==> src/rtl/dtlb_cfg.svh <==
`ifndef DTLB_CFG_SVH
`define DTLB_CFG_SVH

`define DTLB_ENTRIES 8
`define DTLB_IDX_W   3

`define VADDR_W      32
`define PADDR_W      32
`define PAGE_OFS_W   12
`define VPN_W        20      // two levels of 10 bits.
`define VPN_LVL_W    10
`define PPN_W        20
`define ASID_W       9

`endif

==> src/rtl/dtlb_pkg.sv <==
`include "dtlb_cfg.svh"

package dtlb_pkg;

    // one stored translation, 24 bits.
    typedef struct packed {
        logic [`PPN_W-1:0] ppn;
        logic              readable;
        logic              writable;
        logic              glob;
        logic              superpage;
    } tlb_entry_t;

    // port a walk belongs to.
    typedef enum logic [0:0] {
        SRC_LOAD  = 1'b0,
        SRC_STORE = 1'b1
    } miss_src_e;

    typedef enum logic [1:0] {
        FENCE_IDLE  = 2'd0,
        FENCE_MATCH = 2'd1,
        FENCE_ALL   = 2'd2,
        FENCE_END   = 2'd3
    } fence_state_e;

endpackage

==> src/rtl/dtlb_if.sv <==
`include "dtlb_cfg.svh"

////////////////////////////////////////////////////////////////////////////
// lookup port.
////////////////////////////////////////////////////////////////////////////
interface tlb_lookup_if;
    logic                req;
    logic [`VADDR_W-1:0] vaddr;
    logic [`ASID_W-1:0]  asid;
    logic                miss;
    logic                fault;
    logic [`PADDR_W-1:0] paddr;

    modport lsu (
        output req, vaddr, asid,
        input  miss, fault, paddr
    );

    modport tlb (
        input  req, vaddr, asid,
        output miss, fault, paddr
    );
endinterface

////////////////////////////////////////////////////////////////////////////
// refill and invalidate, one write per cycle into both arrays.
////////////////////////////////////////////////////////////////////////////
interface tlb_refill_if import dtlb_pkg::*; ();
    logic                   we;
    logic                   inval;     // only widx counts when set.
    logic [`DTLB_IDX_W-1:0] widx;
    logic [`VPN_W-1:0]      vpn;
    logic [`ASID_W-1:0]     asid;
    tlb_entry_t             entry;

    modport writer (output we, inval, widx, vpn, asid, entry);

    modport array (input we, inval, widx, vpn, asid, entry);
endinterface

==> src/rtl/dtlb_fence_ctrl.sv <==
`include "dtlb_cfg.svh"

module dtlb_fence_ctrl import dtlb_pkg::*; (
    input  logic                clk,
    input  logic                rst,
    input  logic                flush_i,
    input  logic                l2_valid_i,
    input  logic                l2_error_i,
    input  logic [`VADDR_W-1:0] l2_vaddr_i,
    input  tlb_entry_t          l2_entry_i,
    input  logic [`ASID_W-1:0]  asid_i,
    input  logic                fence_i,
    input  logic                fence_all_i,
    input  logic [`VADDR_W-1:0] fence_vaddr_i,
    input  logic [`ASID_W-1:0]  fence_asid_i,
    input  logic                fence_asid_all_i,
    output logic                fence_busy_o,
    tlb_refill_if.writer        rf
);

    logic [`DTLB_ENTRIES-1:0] dir_valid;
    logic [`VPN_W-1:0]        dir_vpn  [`DTLB_ENTRIES];
    logic [`ASID_W-1:0]       dir_asid [`DTLB_ENTRIES];
    logic [`DTLB_ENTRIES-1:0] dir_glob;

    fence_state_e             state;
    logic                     end_q;
    logic                     fence_we;
    logic [`DTLB_IDX_W-1:0]   fence_idx;
    logic [`VPN_W-1:0]        fence_vpn;
    logic [`ASID_W-1:0]       fence_asid;
    logic                     fence_asid_all;

    logic [`VPN_W-1:0]        refill_vpn, cmp_vpn;
    logic [`ASID_W-1:0]       cmp_asid;
    logic [`DTLB_ENTRIES-1:0] cmp_hit;
    logic [`DTLB_IDX_W-1:0]   hit_idx, free_idx, victim_idx, refill_idx;
    logic                     any_free;
    logic                     refill_we;

    assign refill_we  = l2_valid_i & ~l2_error_i & ~flush_i;
    assign refill_vpn = l2_vaddr_i[`VADDR_W-1:`PAGE_OFS_W];
    assign cmp_vpn    = (state == FENCE_MATCH) ? fence_vpn : refill_vpn;
    assign cmp_asid   = (state == FENCE_MATCH) ? fence_asid : asid_i;

    always_comb begin
        hit_idx  = '0;
        free_idx = '0;
        any_free = 1'b0;
        for (int i = `DTLB_ENTRIES-1; i >= 0; i--) begin   // lowest wins.
            cmp_hit[i] = dir_valid[i] && dir_vpn[i] == cmp_vpn &&
                         (dir_asid[i] == cmp_asid || dir_glob[i] ||
                          (state == FENCE_MATCH && fence_asid_all));
            if (cmp_hit[i]) begin
                hit_idx = `DTLB_IDX_W'(i);
            end
            if (!dir_valid[i]) begin
                free_idx = `DTLB_IDX_W'(i);
                any_free = 1'b1;
            end
        end
    end

    assign refill_idx = |cmp_hit ? hit_idx : (any_free ? free_idx : victim_idx);

    plru_tree u_plru (
        .clk         (clk),
        .rst         (rst),
        .touch_i     (refill_we & ~fence_we),
        .touch_idx_i (refill_idx),
        .victim_o    (victim_idx)
    );

    // fence writes win.
    assign rf.we    = fence_we | refill_we;
    assign rf.inval = fence_we;
    assign rf.widx  = fence_we ? fence_idx : refill_idx;
    assign rf.vpn   = refill_vpn;
    assign rf.asid  = asid_i;
    assign rf.entry = l2_entry_i;

    always_ff @(posedge clk or posedge rst) begin
        if (rst) begin
            dir_valid <= '0;
        end else if (rf.we) begin
            dir_valid[rf.widx] <= ~fence_we;
        end
    end

    always_ff @(posedge clk) begin
        if (refill_we && !fence_we) begin
            dir_vpn[refill_idx]  <= refill_vpn;
            dir_asid[refill_idx] <= asid_i;
            dir_glob[refill_idx] <= l2_entry_i.glob;
        end
        if (state == FENCE_IDLE && fence_i) begin
            fence_vpn      <= fence_vaddr_i[`VADDR_W-1:`PAGE_OFS_W];
            fence_asid     <= fence_asid_i;
            fence_asid_all <= fence_asid_all_i;
        end
    end

    ////////////////////////////////////////////////////////////////////////
    // sfence.vma state machine.
    ////////////////////////////////////////////////////////////////////////
    assign fence_busy_o = (state != FENCE_IDLE) | end_q;

    always_ff @(posedge clk or posedge rst) begin
        if (rst) begin
            state     <= FENCE_IDLE;
            end_q     <= 1'b0;
            fence_we  <= 1'b0;
            fence_idx <= '0;
        end else begin
            end_q <= (state == FENCE_END);
            case (state)
                FENCE_IDLE: begin
                    if (fence_i && !fence_busy_o) begin
                        fence_idx <= '0;
                        fence_we  <= fence_all_i;
                        state     <= fence_all_i ? FENCE_ALL : FENCE_MATCH;
                    end
                end
                FENCE_MATCH: begin
                    fence_we  <= |cmp_hit;   // written during FENCE_END.
                    fence_idx <= hit_idx;
                    state     <= FENCE_END;
                end
                FENCE_ALL: begin
                    fence_idx <= fence_idx + 1'b1;
                    if (fence_idx == `DTLB_IDX_W'(`DTLB_ENTRIES-2)) begin
                        state <= FENCE_END;   // last slot goes in FENCE_END.
                    end
                end
                default: begin
                    fence_we <= 1'b0;
                    state    <= FENCE_IDLE;
                end
            endcase
        end
    end

endmodule

==> src/rtl/dtlb_miss_arbiter.sv <==
`include "dtlb_cfg.svh"

module dtlb_miss_arbiter import dtlb_pkg::*; (
    input  logic                clk,
    input  logic                rst,
    input  logic                flush_i,
    tlb_lookup_if.lsu           ld,
    tlb_lookup_if.lsu           st,
    input  logic                ld_req_i,
    input  logic [`VADDR_W-1:0] ld_vaddr_i,
    input  logic                st_req_i,
    input  logic [`VADDR_W-1:0] st_vaddr_i,
    input  logic [`ASID_W-1:0]  asid_i,
    output logic                l2_req_o,
    output logic [`VADDR_W-1:0] l2_vaddr_o,
    output logic                l2_src_o,
    input  logic                l2_ready_i,
    input  logic                l2_valid_i,
    input  logic                l2_src_i,
    input  logic                l2_error_i,
    output logic                ld_replay_o,
    output logic                st_replay_o,
    output logic                ld_wb_o,
    output logic                st_wb_o,
    output logic                wb_fault_o
);

    logic [`VADDR_W-1:0] ld_vaddr_q, st_vaddr_q;
    logic                walk_out;    // transferred, answer not back yet.
    logic                walk_drop;   // flushed while out.
    logic                busy;
    logic                st_go, ld_go;
    logic                drop_wb;

    assign ld.req   = ld_req_i;
    assign ld.vaddr = ld_vaddr_i;
    assign ld.asid  = asid_i;
    assign st.req   = st_req_i;
    assign st.vaddr = st_vaddr_i;
    assign st.asid  = asid_i;

    assign busy    = l2_req_o | walk_out;
    assign st_go   = st.miss & ~busy & ~flush_i;   // store first.
    assign ld_go   = ld.miss & ~st.miss & ~busy & ~flush_i;
    assign drop_wb = flush_i | walk_drop;

    always_ff @(posedge clk) begin
        ld_vaddr_q <= ld_vaddr_i;
        st_vaddr_q <= st_vaddr_i;
        if (st_go || ld_go) begin
            l2_vaddr_o <= st_go ? st_vaddr_q : ld_vaddr_q;
            l2_src_o   <= st_go ? SRC_STORE : SRC_LOAD;
        end
    end

    always_ff @(posedge clk or posedge rst) begin
        if (rst) begin
            l2_req_o    <= 1'b0;
            walk_out    <= 1'b0;
            walk_drop   <= 1'b0;
            ld_replay_o <= 1'b0;
            st_replay_o <= 1'b0;
            ld_wb_o     <= 1'b0;
            st_wb_o     <= 1'b0;
            wb_fault_o  <= 1'b0;
        end else begin
            if (l2_req_o) begin
                l2_req_o <= ~l2_ready_i & ~flush_i;   // hold until ready.
            end else begin
                l2_req_o <= st_go | ld_go;
            end
            if (l2_req_o && l2_ready_i) begin
                walk_out <= 1'b1;
            end else if (l2_valid_i) begin
                walk_out <= 1'b0;
            end
            if (l2_valid_i) begin
                walk_drop <= 1'b0;
            end else if (flush_i && (walk_out || (l2_req_o && l2_ready_i))) begin
                walk_drop <= 1'b1;
            end
            ld_replay_o <= ld.miss & (busy | st.miss);
            st_replay_o <= st.miss & busy;
            ld_wb_o     <= l2_valid_i & ~drop_wb & (l2_src_i == SRC_LOAD);
            st_wb_o     <= l2_valid_i & ~drop_wb & (l2_src_i == SRC_STORE);
            wb_fault_o  <= l2_valid_i & l2_error_i;
        end
    end

endmodule

==> src/rtl/dtlb_top.sv <==
`include "dtlb_cfg.svh"

module dtlb_top (
    input  logic                clk,
    input  logic                rst,
    input  logic                flush_i,
    input  logic [`ASID_W-1:0]  asid_i,
    input  logic                ld_req_i,
    input  logic [`VADDR_W-1:0] ld_vaddr_i,
    output logic                ld_miss_o,
    output logic                ld_fault_o,
    output logic [`PADDR_W-1:0] ld_paddr_o,
    input  logic                st_req_i,
    input  logic [`VADDR_W-1:0] st_vaddr_i,
    output logic                st_miss_o,
    output logic                st_fault_o,
    output logic [`PADDR_W-1:0] st_paddr_o,
    output logic                l2_req_o,
    output logic [`VADDR_W-1:0] l2_vaddr_o,
    output logic                l2_src_o,
    input  logic                l2_ready_i,
    input  logic                l2_valid_i,
    input  logic                l2_src_i,
    input  logic                l2_error_i,
    input  logic [`VADDR_W-1:0] l2_vaddr_i,
    input  logic [`PPN_W-1:0]   l2_ppn_i,
    input  logic                l2_readable_i,
    input  logic                l2_writable_i,
    input  logic                l2_global_i,
    input  logic                l2_superpage_i,
    output logic                ld_replay_o,
    output logic                st_replay_o,
    output logic                ld_wb_o,
    output logic                st_wb_o,
    output logic                wb_fault_o,
    input  logic                fence_i,
    input  logic                fence_all_i,
    input  logic [`VADDR_W-1:0] fence_vaddr_i,
    input  logic [`ASID_W-1:0]  fence_asid_i,
    input  logic                fence_asid_all_i,
    output logic                fence_busy_o
);

    tlb_lookup_if ld_if ();
    tlb_lookup_if st_if ();
    tlb_refill_if rf_if ();

    assign ld_miss_o  = ld_if.miss;
    assign ld_fault_o = ld_if.fault;
    assign ld_paddr_o = ld_if.paddr;
    assign st_miss_o  = st_if.miss;
    assign st_fault_o = st_if.fault;
    assign st_paddr_o = st_if.paddr;

    dtlb_miss_arbiter u_arb (
        .clk(clk), .rst(rst), .flush_i(flush_i), .ld(ld_if), .st(st_if),
        .ld_req_i(ld_req_i), .ld_vaddr_i(ld_vaddr_i),
        .st_req_i(st_req_i), .st_vaddr_i(st_vaddr_i), .asid_i(asid_i),
        .l2_req_o(l2_req_o), .l2_vaddr_o(l2_vaddr_o), .l2_src_o(l2_src_o),
        .l2_ready_i(l2_ready_i), .l2_valid_i(l2_valid_i), .l2_src_i(l2_src_i),
        .l2_error_i(l2_error_i), .ld_replay_o(ld_replay_o), .st_replay_o(st_replay_o),
        .ld_wb_o(ld_wb_o), .st_wb_o(st_wb_o), .wb_fault_o(wb_fault_o)
    );

    // entry fields in struct order: ppn, r, w, g, superpage.
    dtlb_fence_ctrl u_fence (
        .clk(clk), .rst(rst), .flush_i(flush_i),
        .l2_valid_i(l2_valid_i), .l2_error_i(l2_error_i), .l2_vaddr_i(l2_vaddr_i),
        .l2_entry_i({l2_ppn_i, l2_readable_i, l2_writable_i, l2_global_i,
                     l2_superpage_i}),
        .asid_i(asid_i), .fence_i(fence_i), .fence_all_i(fence_all_i),
        .fence_vaddr_i(fence_vaddr_i), .fence_asid_i(fence_asid_i),
        .fence_asid_all_i(fence_asid_all_i), .fence_busy_o(fence_busy_o),
        .rf(rf_if)
    );

    tlb_lookup u_ld_tlb (.clk(clk), .rst(rst), .lk(ld_if), .rf(rf_if), .is_store_i(1'b0));
    tlb_lookup u_st_tlb (.clk(clk), .rst(rst), .lk(st_if), .rf(rf_if), .is_store_i(1'b1));

endmodule

==> src/rtl/plru_tree.sv <==
`include "dtlb_cfg.svh"

module plru_tree import dtlb_pkg::*; (
    input  logic                   clk,
    input  logic                   rst,
    input  logic                   touch_i,
    input  logic [`DTLB_IDX_W-1:0] touch_idx_i,
    output logic [`DTLB_IDX_W-1:0] victim_o
);

    // node 0 is the root, node n has children 2n+1 and 2n+2.
    logic [`DTLB_ENTRIES-2:0] tree;
    logic [2:0]               t_node1, t_node2;
    logic [2:0]               v_node1, v_node2;

    assign t_node1 = 3'd1 + {2'b00, touch_idx_i[2]};
    assign t_node2 = 3'd3 + {1'b0, touch_idx_i[2:1]};

    always_ff @(posedge clk or posedge rst) begin
        if (rst) begin
            tree <= '0;
        end else if (touch_i) begin
            tree[0]       <= ~touch_idx_i[2];   // point away.
            tree[t_node1] <= ~touch_idx_i[1];
            tree[t_node2] <= ~touch_idx_i[0];
        end
    end

    assign v_node1     = 3'd1 + {2'b00, tree[0]};
    assign v_node2     = 3'd3 + {1'b0, tree[0], tree[v_node1]};
    assign victim_o    = {tree[0], tree[v_node1], tree[v_node2]};

endmodule

==> src/rtl/tlb_lookup.sv <==
`include "dtlb_cfg.svh"

module tlb_lookup import dtlb_pkg::*; (
    input  logic        clk,
    input  logic        rst,
    tlb_lookup_if.tlb   lk,
    tlb_refill_if.array rf,
    input  logic        is_store_i
);

    logic [`DTLB_ENTRIES-1:0] valid;
    logic [`VPN_W-1:0]        vpn   [`DTLB_ENTRIES];
    logic [`ASID_W-1:0]       asid  [`DTLB_ENTRIES];
    tlb_entry_t               entry [`DTLB_ENTRIES];

    logic                  hit;
    tlb_entry_t            hit_entry;
    logic [`VPN_LVL_W-1:0] req_vpn1;
    logic [`VPN_LVL_W-1:0] req_vpn0;

    assign req_vpn1 = lk.vaddr[`VADDR_W-1 -: `VPN_LVL_W];
    assign req_vpn0 = lk.vaddr[`PAGE_OFS_W +: `VPN_LVL_W];

    always_comb begin
        hit       = 1'b0;
        hit_entry = '0;
        for (int i = 0; i < `DTLB_ENTRIES; i++) begin
            if (valid[i] && (asid[i] == lk.asid || entry[i].glob) &&
                vpn[i][`VPN_W-1 -: `VPN_LVL_W] == req_vpn1 &&
                (entry[i].superpage || vpn[i][`VPN_LVL_W-1:0] == req_vpn0)) begin
                hit       = 1'b1;
                hit_entry = entry[i];
            end
        end
    end

    always_ff @(posedge clk or posedge rst) begin
        if (rst) begin
            lk.miss  <= 1'b0;
            lk.fault <= 1'b0;
        end else begin
            lk.miss  <= lk.req & ~hit;
            lk.fault <= lk.req & hit &
                        ~(is_store_i ? hit_entry.writable : hit_entry.readable);
        end
    end

    always_ff @(posedge clk) begin
        if (hit_entry.superpage) begin
            lk.paddr <= {hit_entry.ppn[`PPN_W-1 -: `VPN_LVL_W],
                         lk.vaddr[`PAGE_OFS_W+`VPN_LVL_W-1:0]};  // 4 MiB page.
        end else begin
            lk.paddr <= {hit_entry.ppn, lk.vaddr[`PAGE_OFS_W-1:0]};
        end
    end

    always_ff @(posedge clk or posedge rst) begin
        if (rst) begin
            valid <= '0;
        end else if (rf.we) begin
            valid[rf.widx] <= ~rf.inval;
        end
    end

    always_ff @(posedge clk) begin
        if (rf.we && !rf.inval) begin
            vpn[rf.widx]   <= rf.vpn;
            asid[rf.widx]  <= rf.asid;
            entry[rf.widx] <= rf.entry;
        end
    end

endmodule

==> config.mk <==
export PLATFORM = sky130hd
export DESIGN_NAME = dtlb_top
export DESIGN_NICKNAME = d
export VERILOG_FILES = /design/src/rtl/dtlb_pkg.sv /design/src/rtl/dtlb_if.sv /design/src/rtl/dtlb_fence_ctrl.sv /design/src/rtl/dtlb_miss_arbiter.sv /design/src/rtl/dtlb_top.sv /design/src/rtl/plru_tree.sv /design/src/rtl/tlb_lookup.sv
export VERILOG_INCLUDE_DIRS = /design/src /design/src/rtl
export SDC_FILE = /design/constraint.sdc
export NUM_CORES = 1
export LEC_CHECK = 0
export BUFFER_PORTS_ARGS = -buffer_cell sky130_fd_sc_hd__clkbuf_2
export CORE_UTILIZATION = 50
export CTS_CLUSTER_DIAMETER = 200
export DETAILED_ROUTE_END_ITERATION = 8
export GPL_TIMING_DRIVEN = 0
export PLACE_DENSITY = 0.7
export SYNTH_ARGS = -nofsm -noshare
export SYNTH_HDL_FRONTEND = slang
export SYNTH_SLANG_ARGS = --single-unit
export TNS_END_PERCENT = 30
==> constraint.sdc <==
create_clock -name clk -period 8.3 [get_ports clk]
set_input_delay 1.66 -clock clk [delete_from_list [all_inputs] [get_ports clk]]
set_output_delay 1.66 -clock clk [all_outputs]
set_load 0.02 [all_outputs]
---- Word level (Yosys, flattened, before mapping) ----
Memories as Yosys holds them, arrays and structs flattened.
Cells that the tools add are included.
word-level totals
  flip-flop bits (word level) ............. 249
  bits in writable memories ............... 1,080
  output and inout port bits .............. 108
  memories ................................ 8
memory list
  memory            depth  width  rd ports  clocked after memory_dff  wr ports  RTL line               source
  u_ld_tlb.entry    8      24     8         0                         1         tlb_lookup.sv:14       tlb_entry_t entry [`DTLB_ENTRIES];
  u_st_tlb.entry    8      24     8         0                         1         tlb_lookup.sv:14
  u_fence.dir_vpn   8      20     8         0                         1         dtlb_fence_ctrl.sv:22  logic [`VPN_W-1:0] dir_vpn [`DTLB_ENTRIES];
  u_ld_tlb.vpn      8      20     8         0                         1         tlb_lookup.sv:12       logic [`VPN_W-1:0] vpn [`DTLB_ENTRIES];
  u_st_tlb.vpn      8      20     8         0                         1         tlb_lookup.sv:12
  u_fence.dir_asid  8      9      8         0                         1         dtlb_fence_ctrl.sv:23  logic [`ASID_W-1:0] dir_asid [`DTLB_ENTRIES];
  +2 memories       -      -      -         -                         -         -
operators by class
  $add $sub $neg .......................... 5
  order comparisons ....................... 10
  eq/ne operators ......................... 70
  multiplexer cells ....................... 100
  bitwise operators ....................... 43
  reductions and logical operators ........ 136
operator list
  operator               count
  $mux W24               16
  $eq A10 B10 Y1         32
  $eq A9 B9 Y1           24
  $eq A20 B20 Y1         8
  $logic_and A1 B1 Y1    75
  $mux W3                20
  $logic_or A1 B1 Y1     50
  $mux W22               2
  $mux W1                41
  $bwmux W8              4
  $mux W32               1
  $and A1 B1 Y1          21
  $lt A3 B4 Y1 const B   5
  $mux W20               1
  $not A1 Y1             16
  $bwmux W7              2
  $demux W1 S3           4
  $ge A3 B1 Y1 const B   4
  $mux W9                1
  $pmux W3 S3            1
  $reduce_or A8 Y1       1
  $add A2 B2 Y3 const A  2
  $bmux W1 S3            2
  $mux W2                3
  16 further kinds       28

---- Logic depth before layout (Yosys ltp) ----
Gate-level depths: netlist of the first run.
  word-level depth ........................ 22
  depth in mapped cells ................... 18
  mapped depth without buffers ............ 16

---- By module ----
Synthesis of the first run repeated with hierarchy kept, for this count alone.
unflattened totals
  cells, all modules ...................... 3,407
  area, all modules ....................... 54,212.0 um^2
by module, submodules not included
  module             times used  cells each  area each (um^2)  seq. area each (um^2)
  tlb_lookup         2           1,143       18,569.1          13,623.1
  dtlb_fence_ctrl    1           837         13,026.2          8,483.1
  dtlb_miss_arbiter  1           243         3,611.0           2,472.4
  plru_tree          1           39          429.2             175.2
  dtlb_top           1           2           7.5               0.0

---- Least setup slack after synthesis of the first run ----
OpenSTA, ideal clock, no wires.
  path kind ............................... input to register
  start ................................... input asid_i[4]
  end ..................................... memory u_ld_tlb.asid[2][0] (netlist bit), enable pin
  arrival time ............................ 7,754 ps
  data required time ...................... 7,771 ps
  setup slack ............................. 17 ps
  cell stages on the path ................. 12
  path buffers ............................ 2
  path through ............................ buf_2 mux2i_4 xnor2_1 nor4_1 a311oi_1 nor3_1 or4_4 o211a_1 mux2i_2 buf_4 nand2_1 nor3_1
between the ends
  cells in the longest elaborated chain, start to end .. 15
  elaborated cells on any way between the ends .. 44
  those cells by class .................... 8 x eq/ne; 11 x mux; 25 x reduce/logical
ends and longest elaborated chain
  element                          RTL line               source
  start: declaration               dtlb_top.sv:7          input logic [`ASID_W-1:0] asid_i,
  $mux W9 (*)                      dtlb_fence_ctrl.sv:44  assign cmp_asid = (state == FENCE_MATCH) ? fence_asid : asid_i;
  $eq A9 B9 Y1                     dtlb_fence_ctrl.sv:52  (dir_asid[i] == cmp_asid || dir_glob[i] ||
  $logic_or A1 B1 Y1 (2 in a row)  dtlb_fence_ctrl.sv:52
  $logic_and A1 B1 Y1              dtlb_fence_ctrl.sv:51  cmp_hit[i] = dir_valid[i] && dir_vpn[i] == cmp_vpn &&
  $mux W3 (8 in a row)             dtlb_fence_ctrl.sv:54  if (cmp_hit[i]) begin
  $mux W3 (*)                      dtlb_fence_ctrl.sv:64  assign refill_idx = |cmp_hit ? hit_idx : (any_free ? free_idx : victim_idx);
  $mux W3 (*)                      dtlb_fence_ctrl.sv:77  assign rf.widx = fence_we ? fence_idx : refill_idx;
  end: declaration                 tlb_lookup.sv:13       logic [`ASID_W-1:0] asid [`DTLB_ENTRIES];
Every way passes the cells marked *; elsewhere a longest branch is shown, timed or not.

---- Worst setup path after layout of the first run ----
  start ................................... input asid_i[2]
  end ..................................... memory u_ld_tlb.vpn[7][9] (netlist bit), enable pin
between the ends
  cells in the longest elaborated chain, start to end .. 15
  elaborated cells on any way between the ends .. 44
  those cells by class .................... 8 x eq/ne; 11 x mux; 25 x reduce/logical
ends and longest elaborated chain
  element                          RTL line
  $mux W9 (*)                      dtlb_fence_ctrl.sv:44
  $eq A9 B9 Y1                     dtlb_fence_ctrl.sv:52
  $logic_or A1 B1 Y1 (2 in a row)  dtlb_fence_ctrl.sv:52
  $logic_and A1 B1 Y1              dtlb_fence_ctrl.sv:51
  $mux W3 (8 in a row)             dtlb_fence_ctrl.sv:54
  $mux W3 (*)                      dtlb_fence_ctrl.sv:64
  $mux W3 (*)                      dtlb_fence_ctrl.sv:77
  end: declaration                 tlb_lookup.sv:12
Marks and branches as above.

==> results of run 1 <==
-- cell type report --
cell class / count / area share [%]
diodes: 3 / 0.0169
plain buffers: 143 / 1.58
clock buffers: 109 / 5.38
clock inverters: 56 / 1.64
inverters: 34 / 0.288
multi-input cells: 1617 / 28.4
flip-flops and latches: 865 / 55.8
well taps: 969 / 2.73
repair buffers: 302 / 4.15
-- worst max-delay path: cells and delay by family --
family,cells,cell delay (ns)
AO/OA/AOI/OAI,2,1.56
XOR/XNOR,1,0.18
multiplexers,1,0.47
AND/OR/NAND/NOR,5,1.97
buffers and inverters,5,1.30
-- routing by layer --
layer / up-vias / wire length, µm / share of wire (%) / track usage [%]
li1: 10700 / - / - / -
met1: 12100 / 40700 / 39 / 34.8
met2: 1210 / 51600 / 50 / 45.8
met3: 214 / 7680 / 7.4 / 3.98
met4: 0 / 3220 / 3.1 / 8.73
met5: - / 0 / 0 / 0
-- cells in the final DEF (no fill, tap or decap), types with 33 or more instances in the layout --
cell | synthesis | layout
xnor2_1 | 362 | 362
mux2_2 | 59 | 59
nor4_1 | 116 | 115
nand4_1 | 51 | 51
a21oi_1 | 101 | 101
nand2_1 | 133 | 133
clkbuf_16 | 0 | 91
inv_1 | 33 | 33
clkbuf_1 | 85 | 98
nand3b_1 | 36 | 36
mux2i_1 | 43 | 43
nor2_1 | 62 | 56
dfxtp_1 | 104 | 104
o21ai_0 | 39 | 39
nor3_1 | 42 | 36
xor2_1 | 262 | 262
dfrtp_1 | 34 | 34
edfxtp_1 | 727 | 727
clkbuf_2 | 0 | 266
-- state kept, by name (all words and copies together), names as in the netlist, 2 cells and up --
name and count:
u_fence.dir_vpn 160, u_st_tlb.entry 120, u_ld_tlb.vpn 100, u_fence.dir_asid 72
u_ld_tlb.entry 72, u_st_tlb.vpn 60, u_ld_tlb.asid 54, u_arb.l2_vaddr_o 32
u_ld_tlb.lk.paddr 32, u_st_tlb.lk.paddr 32, u_arb.ld_vaddr_q 20, u_arb.st_vaddr_q 20
u_fence.fence_vpn 20, u_st_tlb.asid 18, u_fence.fence_asid 9, u_fence.dir_glob 8
u_fence.dir_valid 7, u_fence.u_plru.tree 7, u_fence.fence_idx 3, u_fence.state 2
-- per-stage QoR --
step           setup WS [ns]  cell area (µm²)  utilization, %
2_1_floorplan         0.0170            38100               -
3_3_place_gp           -4.22            40600            54.2
3_5_place_dp           0.757            41200            55.0
4_1_cts                 1.46            44400            59.2
5_1_grt                 1.29            44400            59.2
6_report                1.48            44400            59.2
-- worst max path at each step --
| stage | start | endpoint | slack (ns) | cells after the start |
|---|---|---|---|---|
| final | asid_i[2] | u_ld_tlb.vpn[7][9] | 1.48 | 14 |
| after floorplan | asid_i[4] | u_ld_tlb.asid[2][0] | 0.02 | 12 |
| after CTS | asid_i[2] | u_st_tlb.entry[7][0] | 1.46 | 14 |
| after global placement | asid_i[2] | u_ld_tlb.vpn[7][0] | -4.22 | 11 |
| after detailed placement | asid_i[2] | u_ld_tlb.vpn[7][6] | 0.76 | 14 |
| after global routing | asid_i[2] | u_ld_tlb.vpn[7][9] | 1.29 | 14 |
-- power by group --
part	leakage [nW]	switching [W]	internal, W
combinational	5.77	0.00103	0.000673
sequential	7.87	0.000131	0.00492
clock	1.52	0.00171	0.00255
-- cells by family after synthesis --
kind of cell               Yosys count  synth area share, %
adders and majority gates           13                0.427
DFF                                865                 65.0
and+or+nand+nor                    540                 7.74
muxes                              132                 4.63
xor gates and xnor gates           624                 14.4
AOI/OAI and AO/OA                  308                 5.62
buffers and inverters              177                 2.18
==> flow_summary.json, run 1 <==
{
  "nNetsFinal": 3247,
  "reg2reg_depth": 15,
  "status": "finished clean",
  "grt_max_degree": 34,
  "grt_overflow": 0,
  "area_delta_synth_final_pct": 16.6,
  "syn_area_um2": 38100,
  "path_class": "primary input to flip-flop",
  "startpoint_type": "primary input",
  "yosysUniqueCellTypes": 74,
  "async_flop_share_pct": 3.93,
  "post_drt_wl_per_cell_um": 25.2,
  "yosys_warnings": 0,
  "arrival_ns": 7.18,
  "peakVddDrop_uv": 190,
  "hold_viol": 0,
  "hp-class": "flip-flop to flip-flop",
  "path_cells": "clkbuf_2 -> buf_2 -> mux2i_4 -> xnor2_1 -> nor3_1 -> a311oi_1 -> nor3_1 -> or4_4 -> o31ai_2 -> nand2_2 -> nor3_2 -> buf_6 -> buf_6 -> buf_8",
  "pin_count": 290,
  "synth_most_common_cell": "edfxtp_1",
  "antenna_found_initial": 2,
  "dieHeight_um": 278,
  "fmax_ghz": 0.147,
  "rsz0062_at_grt": "false",
  "routabilityCongestion": 0.914,
  "start_util_pct": 50.8,
  "timing.slew.headroom_pct": 9.88,
  "synth_fp_nets": 2854,
  "num_rows": 100,
  "finalClockSkew_ns": 0.0327,
  "cts_max_path_buffers": 3,
  "die-area_um2": 77200,
  "seq_area_frac_synth_pct": 65.0,
  "synthDominantCellAreaShare_pct": 57.3,
  "p_leak_nw": 15.2,
  "synth_edf_count": 727,
  "drc": 0,
  "drtIter0Drc": 2736,
  "yosysTopAreaCell": "edfxtp_1",
  "viasPerCell": 5.89,
  "p_per_area_nw_per_um2": 248,
  "drive_above_1_share_pct": 19.9,
  "regArea_um2": 24800,
  "setup_viol": 0,
  "grt_pass1_wl_mm": 153,
  "fin_setup_tns_ns": 0,
  "dr_total_vias": 24100,
  "grt_usage_pct": 26.7,
  "whs_ns": 0.482,
  "post-place-cells": 3930,
  "core-area_um2": 74900,
  "cap_violations": 0,
  "path_clk_slew_ns": 0.06,
  "cts_made_buffers": 89,
  "final_cells": 4098,
  "hpwl_mm": 70.8,
  "firstDrtPassIters": 6,
  "crit_path_end_kind": "flip-flop",
  "r2r_end": "u_ld_tlb.vpn[7][9]",
  "h-tree-depth": 3,
  "required_ns": 8.66,
  "cts_root_buf": "clkbuf_16",
  "grt_pass1_vias": 24600,
  "holdPathStages": 1,
  "final_antenna_net_count": 0,
  "cp_max_fo": 17,
  "cp_slowest_cell": "o31ai_2",
  "wirelength_mm": 103,
  "port_buffers": 265,
  "synthCells": 2659,
  "cts.repair.resized": 0,
  "ys_top_cells_by_area": "edfxtp_1 (57%), xnor2_1 (8.3%), xor2_1 (6.0%)",
  "r2r_start": "u_fence.state[1]",
  "synth-seq-cells": 865,
  "avgSynthCellArea_um2": 14.3,
  "clock_latency_ns": 0.66,
  "post_cts_buffers": 0,
  "tightest_slew_ns": 1.33,
  "reg2reg_setup_slack_ns": 2.11,
  "slew_viol_final": 0,
  "hold_end": "u_arb.st_wb_o",
  "cts_tree": "yes",
  "postCtsHoldBufs": 0,
  "synth_common_cells": "edfxtp_1 (727), xnor2_1 (362), xor2_1 (262), nand2_1 (133), nor4_1 (116)",
  "timing.final.crit_share_pct": 82.2,
  "multi_input_area_um2": 12600,
  "min_from": "u_arb.walk_drop",
  "cts_sinks": 865,
  "die_w_um": 278,
  "synthFlopType": "edfxtp_1",
  "p_total_w": 0.0110,
  "slowest_delay_ns": 0.90,
  "n_fill_cell": 5729,
  "post-route-min-period_ns": 6.82
}
Power figures use the tool's default switching activity.
==> run 2, diff against run 1 <==
Settings changed: PLACE_DENSITY 0.7 to 0.73.
Clock period 8.3 ns to 5.59 ns, I/O delays scaled along.
==> flow_summary.json, run 2 (synthesized netlist as in run 1, its figures left out) <==
{
  "layout_common_cells": "edfxtp_1 (727), xnor2_1 (362), clkbuf_2 (266)",
  "hp-class": "flip-flop to flip-flop",
  "tightest_slew_ns": 1.42,
  "finalClockSkew_ns": 0.0325,
  "grt_usage_pct": 26.8,
  "routabilityCongestion": 0.913,
  "hold_viol": 0,
  "drc": 0,
  "fin_ws_ns": 0.163,
  "wirelength_mm": 104,
  "cts_root_buf": "clkbuf_16",
  "grt_overflow": 0,
  "startpoint_type": "primary input",
  "die_w_um": 278,
  "grt_pass1_wl_mm": 154,
  "firstDrtPassIters": 7,
  "path_class": "primary input to flip-flop",
  "drive_above_1_share_pct": 21.3,
  "path_clk_slew_ns": 0.06,
  "cts_tree": "yes",
  "dr_total_vias": 24300,
  "place_area_um2": 41200,
  "clkPwrFrac_pct": 37.3,
  "viasPerCell": 5.85,
  "num_rows": 100,
  "largest_register_ffs": 160,
  "final_antenna_net_count": 0,
  "grt_max_degree": 35,
  "pin_count": 290,
  "reg_top3": "u_fence.dir_vpn (160), u_st_tlb.entry (120), u_ld_tlb.vpn (100)",
  "p_per_area_nw_per_um2": 367,
  "cts_made_buffers": 91,
  "p_leak_nw": 15.4,
  "post-route-min-period_ns": 5.43,
  "cp_max_fo": 18,
  "cap_violations": 0,
  "arrival_ns": 5.78,
  "grt_pass1_vias": 24500,
  "reg2reg_depth": 16,
  "timing.slew.headroom_pct": 3.83,
  "timing.final.crit_share_pct": 97.1,
  "dieHeight_um": 278,
  "post_drt_wl_per_cell_um": 25.2,
  "reg2reg_setup_slack_ns": 0.21,
  "post-place-cells": 3919,
  "area_delta_synth_final_pct": 17.9,
  "p_switching_w": 0.00431,
  "p_total_w": 0.0165,
  "whs_ns": 0.474,
  "top_register": "u_fence.dir_vpn",
  "status": "finished clean",
  "intPower_w": 0.0121,
  "drtIter0Drc": 2600,
  "seqPwrFrac_pct": 45.6,
  "peakVddDrop_uv": 281,
  "final_cells": 4150,
  "die-area_um2": 77200,
  "dp_slack_ns": -1.22,
  "cts_max_path_buffers": 3,
  "swShare_pct": 26.2,
  "setup_viol": 0,
  "fmax_ghz": 0.184,
  "crit_path_end_kind": "flip-flop",
  "layout_commonest_cell": "edfxtp_1",
  "required_ns": 5.94,
  "slew_viol_final": 0,
  "port_buffers": 265,
  "nNetsFinal": 3298,
  "holdPathStages": 2,
  "cts_sinks": 865,
  "h-tree-depth": 3,
  "antenna_found_initial": 4,
  "clock_latency_ns": 0.65,
  "final_area_um2": 44900,
  "start_util_pct": 50.8,
  "hpwl_mm": 69.9,
  "core-area_um2": 74900,
  "power.share.combinational_pct": 17.1
}
## run 2: changes by cell type in the layout (fill, tap and decap cells not counted), sizes merged, moves of 2 or more
cell / change
bufinv: -6
nor2: +2
clkinv: +5
buf: +42
clkinvlp: +6
inv: -8
clkbuf: +11
## run 2: repair_timing
| action | 4_1_cts | 5_1_grt |
|---|---|---|
| gates cloned | 2 | 1 |
| buffers inserted | 9 | 47 |
| setup endpoints to repair | 419 | 209 |
| resized for setup | 4 | 5 |
| hold buffers | 0 | 0 |
| pin swaps | 5 | 0 |
## run 2: area by class of cell
type	count	area [µm²]
Antenna cell	2	5.00
Buffer	143	711
Clock buffer	116	2520
Clock inverter	53	541
Fill cell	5629	30100
Inverter	34	128
Multi-Input combinational cell	1620	12700
Sequential cell	865	24800
Tap cell	969	1210
Timing Repair Buffer	348	2330
## run 2: worst paths after layout
| path | from | end |
|---|---|---|
| max | asid_i[5] | u_st_tlb.vpn[2][1] |
| min reg2reg | u_st_tlb.entry[7][20] | u_st_tlb.lk.paddr[28] |
| max reg2reg | u_fence.state[1] | u_ld_tlb.entry[6][7] |
| min in group asynchronous | rst | u_arb.st_replay_o |
| max in group asynchronous | rst | u_fence.state[1] |
| min | u_st_tlb.entry[7][20] | u_st_tlb.lk.paddr[28] |
## run 2: layer usage
metal | global-route usage, % | share of wire (%) | vias to the layer above
met2 | 45.5 | 50 | 1244
met3 | 3.84 | 7.6 | 225
met5 | 0 | 0 | -
met4 | 10.8 | 3.7 | 0
li1 | - | - | 10800
met1 | 34.8 | 39 | 12100
## run 2: metrics by stage
step	utilization, %	setup TNS (ns)
floorplan	-	-167.11
global placement	54.2	-1689.01
detailed placement	55.0	-518.55
CTS	59.3	0
global route	59.9	-0.0101
finish	59.9	0
## run 2: power by group through the flow
stage               clock network (W)  registers [W]  logic [W]
global route                  0.00646        0.00752    0.00299
detailed placement                  0        0.00763    0.00254
CTS                           0.00621        0.00749    0.00258
finish                        0.00615        0.00750    0.00281
floorplan                           0        0.00761    0.00173
global placement                    0        0.00763    0.00242
## run 2: critical path: stages
cell and delay, ns:
clkbuf_2 0.40, buf_2 0.43, mux2i_4 0.13, buf_4 0.18, xnor2_1 0.15, nor2_1 0.08
a311oi_1 0.46, nor3_2 0.14, or4_4 0.61, o211a_1 0.36, mux2i_2 0.29, buf_4 0.24
nand2_1 0.28, nor3_4 0.31, buf_8 0.19, buf_16 0.17, buf_8 0.20
